===== config.mk =====
export PLATFORM = sky130hd
export DESIGN_NAME = link_8b9b_top
export DESIGN_NICKNAME = d
export VERILOG_FILES = /design/src/link_8b9b_pkg.sv /design/src/word_fifo.sv /design/src/tx_8b9b.sv /design/src/rx_8b9b.sv /design/src/wb_link_regs.sv /design/src/link_8b9b_top.sv
export SDC_FILE = /design/constraint.sdc
export NUM_CORES = 1
export LEC_CHECK = 0
export BUFFER_PORTS_ARGS = -buffer_cell sky130_fd_sc_hd__buf_2
export CORE_MARGIN = 3
export CORE_UTILIZATION = 45
export CTS_BUF_LIST = sky130_fd_sc_hd__clkbuf_16
export DETAILED_ROUTE_END_ITERATION = 12
export MAX_ROUTING_LAYER = met4
export PLACE_DENSITY = 0.7
export SKIP_LAST_GASP = 1
export SYNTH_ARGS = -nofsm -noshare
export SYNTH_HDL_FRONTEND = slang
export SYNTH_SLANG_ARGS = --single-unit
export TNS_END_PERCENT = 50

===== constraint.sdc =====
create_clock -name clk -period 3.9 [get_ports clk]
set_clock_uncertainty 0.05 [all_clocks]
set_input_delay 0.39 -clock clk [delete_from_list [all_inputs] [get_ports clk]]
set_output_delay 0.39 -clock clk [all_outputs]
set_load 0.01 [all_outputs]

===== src/link_8b9b_pkg.sv =====
/*
 * Shared definitions for the 8b9b serial link
 * Byte and bus widths, oversampling factor
 * Register map, receiver and transmitter state encodings
 */

package link_8b9b_pkg;

	// Data bits in one byte slot on the line
	localparam int WORD_WIDTH = 8;

	// Rx FIFO entry holds the byte plus the last-of-frame tag
	localparam int RX_WORD_WIDTH = WORD_WIDTH + 1;

	// Samples per bit, fixed by the latch point logic in the receiver
	localparam int OVERSAMPLE = 4;

	localparam int WB_DATA_WIDTH = 32;	// Wishbone data bus

	// Word addresses of the host registers
	typedef enum logic [1:0] {
		REG_DATA   = 2'd0,	// Write pushes tx byte, read pops rx word
		REG_STATUS = 2'd1,	// Counts, busy, sticky overflow
		REG_CTRL   = 2'd2,	// Bit 0 send, bit 1 rx enable
		REG_RSVD   = 2'd3	// Reads as zero
	} reg_addr_e;

	// Receiver FSM
	typedef enum logic [1:0] {
		RX_IDLE    = 2'd0,	// Waiting for a low sample
		RX_ALIGN   = 2'd1,	// One cycle for the retimed bit to settle
		RX_RECEIVE = 2'd2,	// Shifting data bits
		RX_COMMIT  = 2'd3	// Word out, flag decides next state
	} rx_state_e;

	// Transmitter FSM
	typedef enum logic [1:0] {
		TX_IDLE  = 2'd0,
		TX_START = 2'd1,	// Start bit on the line
		TX_DATA  = 2'd2,	// Data bits, LSB first
		TX_FLAG  = 2'd3		// Continuation bit
	} tx_state_e;

endpackage


===== src/word_fifo.sv =====
/*
 * Synchronous FIFO with push/pop interface
 * Circular buffer, registered count, head shown on dout
 */

`timescale 1ns/1ns

module word_fifo #(
	parameter int WIDTH = 8,
	parameter int DEPTH = 16	// Power of two
) (
	input  logic                   clk,
	input  logic                   sync_reset,
	input  logic                   push,
	input  logic [WIDTH-1:0]       din,
	input  logic                   pop,
	output logic [WIDTH-1:0]       dout,
	output logic                   empty,
	output logic                   full,
	output logic [$clog2(DEPTH):0] count
);

	localparam int PTR_W = $clog2(DEPTH);

	logic [WIDTH-1:0] mem [DEPTH];
	logic [PTR_W-1:0] wr_ptr;
	logic [PTR_W-1:0] rd_ptr;
	logic             do_push;
	logic             do_pop;

	// Push on full and pop on empty are dropped here
	assign do_push = push && !full;
	assign do_pop  = pop && !empty;

	assign empty = (count == '0);
	assign full  = (count == DEPTH[PTR_W:0]);
	assign dout  = mem[rd_ptr];	// Head entry, no read latency

	always_ff @(posedge clk) begin
		if (do_push)
			mem[wr_ptr] <= din;
	end

	always_ff @(posedge clk) begin
		if (sync_reset) begin
			wr_ptr <= '0;
			rd_ptr <= '0;
			count  <= '0;
		end else begin
			if (do_push)
				wr_ptr <= wr_ptr + 1'b1;	// Wraps at DEPTH
			if (do_pop)
				rd_ptr <= rd_ptr + 1'b1;
			// Push and pop together leave the count alone
			if (do_push && !do_pop)
				count <= count + 1'b1;
			else if (do_pop && !do_push)
				count <= count - 1'b1;
		end
	end

endmodule


===== src/tx_8b9b.sv =====
/*
 * 8b9b framer and serializer
 * Latches frame length on send, pops one byte per slot
 * Start bit, 8 data bits LSB first, continuation flag
 */

`timescale 1ns/1ns

module tx_8b9b
	import link_8b9b_pkg::*;
#(
	parameter int DEPTH = 16	// Tx FIFO depth, sets the count width
) (
	input  logic                   clk,
	input  logic                   sync_reset,
	input  logic                   send,
	input  logic [$clog2(DEPTH):0] fifo_count,
	input  logic [WORD_WIDTH-1:0]  fifo_dout,
	input  logic                   fifo_empty,
	output logic                   fifo_pop,
	output logic                   busy,
	output logic [OVERSAMPLE-1:0]  tx_samples
);

	localparam int BIT_CW = $clog2(WORD_WIDTH);

	tx_state_e              state;
	logic [$clog2(DEPTH):0] remaining;	// Bytes still to load after the current one
	logic [BIT_CW-1:0]      bit_cnt;	// Data bits left after the one on the line
	logic [WORD_WIDTH-1:0]  shift_reg;
	logic                   tx_bit;	// Current line level
	logic                   load;

	// Next byte is taken after the start bit and after each flag of 0
	assign load = (state == TX_START) || (state == TX_FLAG && remaining != '0);

	assign fifo_pop   = load;
	assign busy       = (state != TX_IDLE);
	assign tx_samples = {OVERSAMPLE{tx_bit}};	// Whole bit period at one level

	// Byte shifter, bit 0 goes out the same edge it is loaded
	always_ff @(posedge clk) begin
		if (load)
			shift_reg <= fifo_dout;
		else if (state == TX_DATA)
			shift_reg <= {1'b0, shift_reg[WORD_WIDTH-1:1]};
	end

	always_ff @(posedge clk) begin
		if (sync_reset) begin
			state     <= TX_IDLE;
			tx_bit    <= 1'b1;	// Line idles high
			remaining <= '0;
			bit_cnt   <= '0;
		end else begin
			case (state)
				TX_IDLE: begin
					// Send with nothing queued is dropped
					if (send && !fifo_empty) begin
						remaining <= fifo_count;	// Frame length fixed here
						tx_bit    <= 1'b0;	// Start bit
						state     <= TX_START;
					end
				end
				TX_START: begin
					tx_bit    <= fifo_dout[0];
					bit_cnt   <= BIT_CW'(WORD_WIDTH - 1);
					remaining <= remaining - 1'b1;
					state     <= TX_DATA;
				end
				TX_DATA: begin
					if (bit_cnt == '0) begin
						// Flag is 1 after the last latched byte
						tx_bit <= (remaining == '0);
						state  <= TX_FLAG;
					end else begin
						tx_bit  <= shift_reg[1];	// Next bit before the shift lands
						bit_cnt <= bit_cnt - 1'b1;
					end
				end
				TX_FLAG: begin
					if (remaining != '0) begin
						// Straight into the next byte, no start bit
						tx_bit    <= fifo_dout[0];
						bit_cnt   <= BIT_CW'(WORD_WIDTH - 1);
						remaining <= remaining - 1'b1;
						state     <= TX_DATA;
					end else begin
						tx_bit <= 1'b1;	// Back to idle level
						state  <= TX_IDLE;
					end
				end
				default: begin
					tx_bit <= 1'b1;
					state  <= TX_IDLE;
				end
			endcase
		end
	end

endmodule


===== src/rx_8b9b.sv =====
/*
 * Oversampled 8b9b receiver
 * Start detect on any low sample, latch point one sample later
 * Shifts 8 bits LSB first, flag bit tags the word as last of frame
 */

`timescale 1ns/1ns

module rx_8b9b
	import link_8b9b_pkg::*;
(
	input  logic                  clk,
	input  logic                  sync_reset,
	input  logic                  enable,
	input  logic [OVERSAMPLE-1:0] rx_samples,	// Sample 0 earliest
	output logic [WORD_WIDTH-1:0] word_out,
	output logic                  word_last,
	output logic                  word_write
);

	localparam int LP_W   = $clog2(OVERSAMPLE);
	localparam int BIT_CW = $clog2(WORD_WIDTH);

	rx_state_e             state;
	logic [OVERSAMPLE-1:0] int_data;	// Registered samples
	logic [OVERSAMPLE-1:0] r_int_data;	// Previous vector
	logic                  n_start_detect;	// Low when any sample is low
	logic [LP_W-1:0]       int_latch_point;
	logic [LP_W-1:0]       latch_point;	// Held for the whole frame
	logic                  int_bit;	// Selected bit, one per clk
	logic [BIT_CW-1:0]     bit_counter;
	logic [WORD_WIDTH-1:0] int_result;

	// Input registers, reset high so no false start comes out of reset
	always_ff @(posedge clk) begin
		if (sync_reset) begin
			int_data       <= '1;
			n_start_detect <= 1'b1;
		end else begin
			int_data       <= rx_samples;
			n_start_detect <= &int_data;
		end
	end

	// Latch point and bit selection
	always_ff @(posedge clk) begin
		// One sample after the first low one
		// Low at sample 3 wraps to sample 0 of the next vector
		int_latch_point <= !int_data[0] ? LP_W'(1) :
			!int_data[1] ? LP_W'(2) :
			!int_data[2] ? LP_W'(3) :
			LP_W'(0);
		r_int_data <= int_data;
		// Point 0 is a vector later than the others
		// Take it from the current vector and the rest from the retimed one
		if (latch_point == '0)
			int_bit <= int_data[0];
		else
			int_bit <= r_int_data[latch_point];
	end

	// Data shifter and output word
	always_ff @(posedge clk) begin
		if (state == RX_RECEIVE)
			int_result <= {int_bit, int_result[WORD_WIDTH-1:1]};	// LSB arrives first
		if (state == RX_COMMIT) begin
			word_out  <= int_result;
			word_last <= int_bit;	// Flag bit sits on int_bit at commit
		end
	end

	always_ff @(posedge clk) begin
		if (sync_reset) begin
			state       <= RX_IDLE;
			latch_point <= '0;
			bit_counter <= '0;
			word_write  <= 1'b0;
		end else begin
			word_write <= 1'b0;
			case (state)
				RX_IDLE: begin
					// Enable only checked here so a running frame finishes
					if (enable && !n_start_detect) begin
						latch_point <= int_latch_point;
						bit_counter <= BIT_CW'(WORD_WIDTH - 1);
						state       <= RX_ALIGN;
					end
				end
				RX_ALIGN: begin
					state <= RX_RECEIVE;	// int_bit follows the new latch point now
				end
				RX_RECEIVE: begin
					bit_counter <= bit_counter - 1'b1;
					if (bit_counter == '0)
						state <= RX_COMMIT;
				end
				RX_COMMIT: begin
					word_write  <= 1'b1;
					bit_counter <= BIT_CW'(WORD_WIDTH - 1);
					// Flag 0 means the next byte follows at once
					if (int_bit)
						state <= RX_IDLE;
					else
						state <= RX_RECEIVE;
				end
				default: state <= RX_IDLE;
			endcase
		end
	end

endmodule


===== src/wb_link_regs.sv =====
/*
 * Wishbone classic slave for the link
 * DATA, STATUS and CTRL registers, FIFO push/pop strobes
 * Send pulse, rx enable and sticky rx overflow
 */

`timescale 1ns/1ns

module wb_link_regs
	import link_8b9b_pkg::*;
#(
	parameter int TX_DEPTH = 16,
	parameter int RX_DEPTH = 16
) (
	input  logic                         clk,
	input  logic                         sync_reset,
	input  logic                         wb_cyc,
	input  logic                         wb_stb,
	input  logic                         wb_we,
	input  reg_addr_e                    wb_adr,
	input  logic [WB_DATA_WIDTH-1:0]     wb_dat_w,
	output logic [WB_DATA_WIDTH-1:0]     wb_dat_r,
	output logic                         wb_ack,
	output logic                         tx_push,
	output logic [WORD_WIDTH-1:0]        tx_din,
	input  logic                         tx_full,
	input  logic [$clog2(TX_DEPTH):0]    tx_count,
	output logic                         tx_send,
	input  logic                         tx_busy,
	output logic                         rx_enable,
	output logic                         rx_pop,
	input  logic [RX_WORD_WIDTH-1:0]     rx_dout,
	input  logic                         rx_empty,
	input  logic                         rx_full,
	input  logic [$clog2(RX_DEPTH):0]    rx_count,
	input  logic                         rx_push_seen
);

	localparam int TX_CW       = $clog2(TX_DEPTH) + 1;
	localparam int RX_CW       = $clog2(RX_DEPTH) + 1;
	localparam int COUNT_FIELD = 8;	// Width of each count field in STATUS

	logic                     access;	// Cycle of a new transfer
	logic                     wr;
	logic                     rd;
	logic                     rx_overflow;
	logic [WB_DATA_WIDTH-1:0] status_word;
	logic [WB_DATA_WIDTH-1:0] rd_data;

	// Transfer starts when ack is still low
	assign access = wb_cyc && wb_stb && !wb_ack;
	assign wr     = access && wb_we;
	assign rd     = access && !wb_we;

	// Strobes act on the same edge that raises ack
	assign tx_push = wr && (wb_adr == REG_DATA) && !tx_full;
	assign tx_din  = wb_dat_w[WORD_WIDTH-1:0];
	assign tx_send = wr && (wb_adr == REG_CTRL) && wb_dat_w[0];	// Ignored in tx while busy
	assign rx_pop  = rd && (wb_adr == REG_DATA) && !rx_empty;

	assign status_word = {
		{(WB_DATA_WIDTH - 2 - 2*COUNT_FIELD){1'b0}},
		rx_overflow,
		tx_busy,
		{(COUNT_FIELD - TX_CW){1'b0}}, tx_count,
		{(COUNT_FIELD - RX_CW){1'b0}}, rx_count
	};

	always_comb begin
		case (wb_adr)
			REG_DATA: begin
				// Empty FIFO reads as zero
				if (rx_empty)
					rd_data = '0;
				else
					rd_data = {{(WB_DATA_WIDTH - RX_WORD_WIDTH){1'b0}}, rx_dout};
			end
			REG_STATUS: rd_data = status_word;
			default:    rd_data = '0;	// CTRL is write only
		endcase
	end

	// Read data captured with the pop, held while ack is high
	always_ff @(posedge clk) begin
		if (rd)
			wb_dat_r <= rd_data;
	end

	always_ff @(posedge clk) begin
		if (sync_reset) begin
			wb_ack      <= 1'b0;
			rx_enable   <= 1'b0;
			rx_overflow <= 1'b0;
		end else begin
			wb_ack <= access;	// Single cycle ack
			if (wr && wb_adr == REG_CTRL)
				rx_enable <= wb_dat_w[1];
			// Set beats the clear from a STATUS read in the same cycle
			if (rx_push_seen && rx_full)
				rx_overflow <= 1'b1;
			else if (rd && wb_adr == REG_STATUS)
				rx_overflow <= 1'b0;
		end
	end

endmodule


===== src/link_8b9b_top.sv =====
/*
 * Top level of the 8b9b link
 * Register block, tx and rx FIFOs, transmitter and receiver
 */

`timescale 1ns/1ns

module link_8b9b_top
	import link_8b9b_pkg::*;
#(
	parameter int TX_DEPTH = 16,
	parameter int RX_DEPTH = 16
) (
	input  logic                     clk,
	input  logic                     sync_reset,
	input  logic                     wb_cyc,
	input  logic                     wb_stb,
	input  logic                     wb_we,
	input  reg_addr_e                wb_adr,
	input  logic [WB_DATA_WIDTH-1:0] wb_dat_w,
	output logic [WB_DATA_WIDTH-1:0] wb_dat_r,
	output logic                     wb_ack,
	output logic [OVERSAMPLE-1:0]    tx_samples,
	input  logic [OVERSAMPLE-1:0]    rx_samples
);

	// Tx path
	logic                        tx_push;
	logic [WORD_WIDTH-1:0]       tx_din;
	logic                        tx_pop;
	logic [WORD_WIDTH-1:0]       tx_dout;
	logic                        tx_empty;
	logic                        tx_full;
	logic [$clog2(TX_DEPTH):0]   tx_count;
	logic                        tx_send;
	logic                        tx_busy;

	// Rx path
	logic                        rx_enable;
	logic                        rx_pop;
	logic [RX_WORD_WIDTH-1:0]    rx_dout;
	logic                        rx_empty;
	logic                        rx_full;
	logic [$clog2(RX_DEPTH):0]   rx_count;
	logic [WORD_WIDTH-1:0]       rx_word;
	logic                        rx_last;
	logic                        rx_write;	// Also feeds overflow detection

	wb_link_regs #(.TX_DEPTH(TX_DEPTH), .RX_DEPTH(RX_DEPTH)) u_wb_link_regs (
		.clk(clk), .sync_reset(sync_reset),
		.wb_cyc(wb_cyc), .wb_stb(wb_stb), .wb_we(wb_we), .wb_adr(wb_adr),
		.wb_dat_w(wb_dat_w), .wb_dat_r(wb_dat_r), .wb_ack(wb_ack),
		.tx_push(tx_push), .tx_din(tx_din), .tx_full(tx_full), .tx_count(tx_count),
		.tx_send(tx_send), .tx_busy(tx_busy), .rx_enable(rx_enable), .rx_pop(rx_pop),
		.rx_dout(rx_dout), .rx_empty(rx_empty), .rx_full(rx_full), .rx_count(rx_count),
		.rx_push_seen(rx_write)
	);

	word_fifo #(.WIDTH(WORD_WIDTH), .DEPTH(TX_DEPTH)) u_tx_fifo (
		.clk(clk), .sync_reset(sync_reset), .push(tx_push), .din(tx_din), .pop(tx_pop),
		.dout(tx_dout), .empty(tx_empty), .full(tx_full), .count(tx_count)
	);

	// Rx entry is {last tag, byte}
	word_fifo #(.WIDTH(RX_WORD_WIDTH), .DEPTH(RX_DEPTH)) u_rx_fifo (
		.clk(clk), .sync_reset(sync_reset), .push(rx_write), .din({rx_last, rx_word}),
		.pop(rx_pop), .dout(rx_dout), .empty(rx_empty), .full(rx_full), .count(rx_count)
	);

	tx_8b9b #(.DEPTH(TX_DEPTH)) u_tx_8b9b (
		.clk(clk), .sync_reset(sync_reset), .send(tx_send), .fifo_count(tx_count),
		.fifo_dout(tx_dout), .fifo_empty(tx_empty), .fifo_pop(tx_pop), .busy(tx_busy),
		.tx_samples(tx_samples)
	);

	rx_8b9b u_rx_8b9b (
		.clk(clk), .sync_reset(sync_reset), .enable(rx_enable), .rx_samples(rx_samples),
		.word_out(rx_word), .word_last(rx_last), .word_write(rx_write)
	);

endmodule


==> flow_summary.yaml <==
global_routing:
  grt_max_degree: 40
  antenna_found_initial: 0
  remaining_overflow_grt: 0
  grt_pass1_wl_microns: 43500
  first_global_vias: 7735
  gr-usage-all-layers: 0.160
setup_path:
  worstSetupStartpoint: "u_tx_8b9b.remaining[0]$_SDFFE_PP0P_"
  crit_path_start_kind: "register"
  worst-endpoint-arrival_ns: 3.78
  cp.required_ns: 4.26
  critical_path.endpoint_type: "register"
  critPathMaxFanout: 6
  reg2reg_from: "u_tx_8b9b.remaining[0]$_SDFFE_PP0P_"
  setup_crit_path_kind: "reg2reg"
finish:
  growth_of_design_area_from_synthesis_to_finish_pct: 12.6
  layout_cells_sized_above_1: 0.206
  commonest_cells_after_routing_fill_and_taps_aside: "sky130_fd_sc_hd__edfxtp_1, sky130_fd_sc_hd__nor2_1, sky130_fd_sc_hd__mux4_2, sky130_fd_sc_hd__dfxtp_1, sky130_fd_sc_hd__clkbuf_16"
  insertedDiodeCount: 0
  design.final.nets: 1027
  top_register: "u_rx_fifo.mem"
  multi_input_comb_area_sq_um: 3970
  footprint_of_the_flip_flops_and_latches_sq_um: 10700
  largest_register_ff_count: 144
  layout.cells.most_common: "sky130_fd_sc_hd__edfxtp_1"
  number_of_filler_cells_placed_in_the_layout: 2629
  largestRegisters: "u_rx_fifo.mem (144), u_tx_fifo.mem (128), u_wb_link_regs.wb_dat_r (15)"
sta:
  layout_worst_path_cycle_share: 0.876
  unrepaired_setup_endpoints_after_global_routing: "false"
  timing_max_transition_violations_final: 0
  final_worst_slack_ns: 0.483
  relSlewSlack: 0.256
  setup_total_negative_slack_ns: 0
  max_freq_ghz: 0.293
  setup_violations: 0
  final_hold_viol_count: 0
  timing.final.crit_period_ns: 3.42
  timing_worst_slew_pin_value_ns: 1.11
drt:
  detail_route.first_pass.iterations: 5
  route.detailed.vias_per_inst: 5.38
  ant_nets: 0
  detail_route.wl_per_cell_microns: 19.2
  drc: 0
  route.vias.total: 7678
  routed_wl_microns: 27400
  dr.first_iter.drc_count: 579
die:
  floorplan.die.width_microns: 189
  fp.dieArea_sq_um: 35600
  die_span_in_y_microns: 189
  io-pin-count: 80
  core.rowCount: 66
  core_area_sq_um: 32700
  initial_core_util: 0.459
logic_synthesis:
  seq_cells_post_synth: 378
  synth_cell_type_count: 53
  async_reset_ff_frac: 0
  syn_avg_cell_area_sq_um: 16.7
  synth_edf_count: 311
  synth_top_flop_cell: "sky130_fd_sc_hd__edfxtp_1"
  yosys_warnings: 0
  sequential_cell_area_fraction_in_the_yosys_report: 0.711
  synthCells: 899
  synthesis.area_sq_um: 15000
run:
  max-cap-violations: 0
run_status:
  status: "complete, no violations"
clock_network:
  numCtsBuffers: 39
  postCtsSetupBuffers: 0
  cts_hold_buffers: 0
  clkLatencyLatePin_ns: 0.52
  cts_max_path_buffers: 3
  cts_resized: 0
  cts_tree: "done"
  total_clock_sinks: 378
  cts_max_level: 2
  clock_edge_transition_at_the_registers_on_the_reported_setup_and_hold_paths_ns: 0.06
  cell_at_the_root_of_the_clock_tree: "sky130_fd_sc_hd__clkbuf_16"
placed_design:
  place.port_buffers: 38
  place.gp.congestion: 0.809
  place.detailed.hpwl_microns: 17400
  pre_cts_setup_slack_ns: 0.511
worst_hold_path:
  hold_path.class: "in2reg"
  min_from: "rx_samples[0]"
power:
  seqPwrFrac: 0.546
  clock_power_share: 0.442
  netSwitchingFraction: 0.190
  internal-power_w: 0.00646
  switchingPower_w: 0.00151
  leakagePower_nw: 5.52
  worst_ir_drop_vdd_uv: 349
  pwr-share-comb: 0.012
  pwr_density_cell_nw_per_um2: 471
-- cell families after synthesis --
logic type	count (synthesis)	synth area share
muxes	97	0.120
buffers and inverters	88	0.0294
other	1	0.000250
DFF	378	0.711
and+or+nand+nor	184	0.0583
xor gates and xnor gates	17	0.00991
adders and majority gates	27	0.0235
AOI/OAI and AO/OA	107	0.0482
-- through the flow --
step,hold WS (ns),area (sq um),std cells,utilization,total power [W]
after floorplan,0.281,15100,915,-,0.00450
after global placement,0.295,15700,1358,0.479,0.00453
after global routing,0.0160,16900,1427,0.517,0.00823
final,0.0187,16900,1427,0.517,0.00797
after CTS,0.00101,16900,1427,0.517,0.00806
after detailed placement,0.304,15700,1358,0.479,0.00453
-- critical path, cell delays in order, from the launching register on --
cell,delay [ns]
sky130_fd_sc_hd__dfxtp_1,0.33
sky130_fd_sc_hd__inv_1,0.10
sky130_fd_sc_hd__ha_1,0.20
sky130_fd_sc_hd__nor4b_1,0.56
sky130_fd_sc_hd__a221o_1,0.40
sky130_fd_sc_hd__ha_1,0.27
sky130_fd_sc_hd__inv_1,0.13
sky130_fd_sc_hd__ha_1,0.31
sky130_fd_sc_hd__a21o_1,0.20
sky130_fd_sc_hd__a21oi_1,0.19
sky130_fd_sc_hd__mux2i_1,0.22
sky130_fd_sc_hd__mux2_2,0.34
-- synthesized netlist by cell type, drive strengths merged (11+ instances only) --
| library cell | n | area share |
|---|---|---|
| o21ai | 14 | 0.0052 |
| a211oi | 12 | 0.0060 |
| nor3 | 21 | 0.0070 |
| o22ai | 15 | 0.0062 |
| mux2i | 22 | 0.015 |
| clkbuf | 22 | 0.0055 |
| nor2b | 15 | 0.0062 |
| inv | 25 | 0.0062 |
| a21oi | 34 | 0.011 |
| buf | 41 | 0.018 |
| edfxtp | 311 | 0.62 |
| dfxtp | 67 | 0.089 |
| xor2 | 11 | 0.0064 |
| nand2 | 25 | 0.0062 |
| mux4 | 65 | 0.097 |
| ha | 25 | 0.021 |
| nor2 | 79 | 0.020 |
-- power groups by stage --
stage	Combinational, W	Sequential, W	Clock (W)
2_1_floorplan	0.0000600	0.00444	0
3_3_place_gp	0.0000911	0.00444	0
3_5_place_dp	0.0000942	0.00444	0
4_1_cts	0.0000944	0.00435	0.00361
5_1_grt	0.000104	0.00435	0.00377
6_report	0.0000930	0.00435	0.00352
-- routing by layer --
metal	track usage	up-vias	share of wire
met5	-	-	0
met4	0.0390	0	0.016
met3	0.0257	39	0.048
met2	0.251	208	0.48
met1	0.222	3879	0.46
li1	-	3552	-
-- final cells by class --
type,instances,area share
inverter,25,0.00555
sequential,378,0.632
clock inverter,30,0.0151
tap,442,0.0327
timing repair buffer,64,0.0228
clock buffer,39,0.0577
multi-input combinational,449,0.234
-- path summary, 6_finish.rpt --
path	to	slack, ns	cells past startpoint
max	u_tx_fifo.count[4]$_SDFFE_PP0P_	0.48	11
min	u_rx_8b9b.int_data[0]$_SDFF_PP1_	0.02	2
max reg2reg	u_tx_fifo.count[4]$_SDFFE_PP0P_	0.48	11
min reg2reg	u_rx_8b9b.r_int_data[3]$_DFF_P_	0.31	0
No activity file was read; power rests on OpenSTA's default activity.
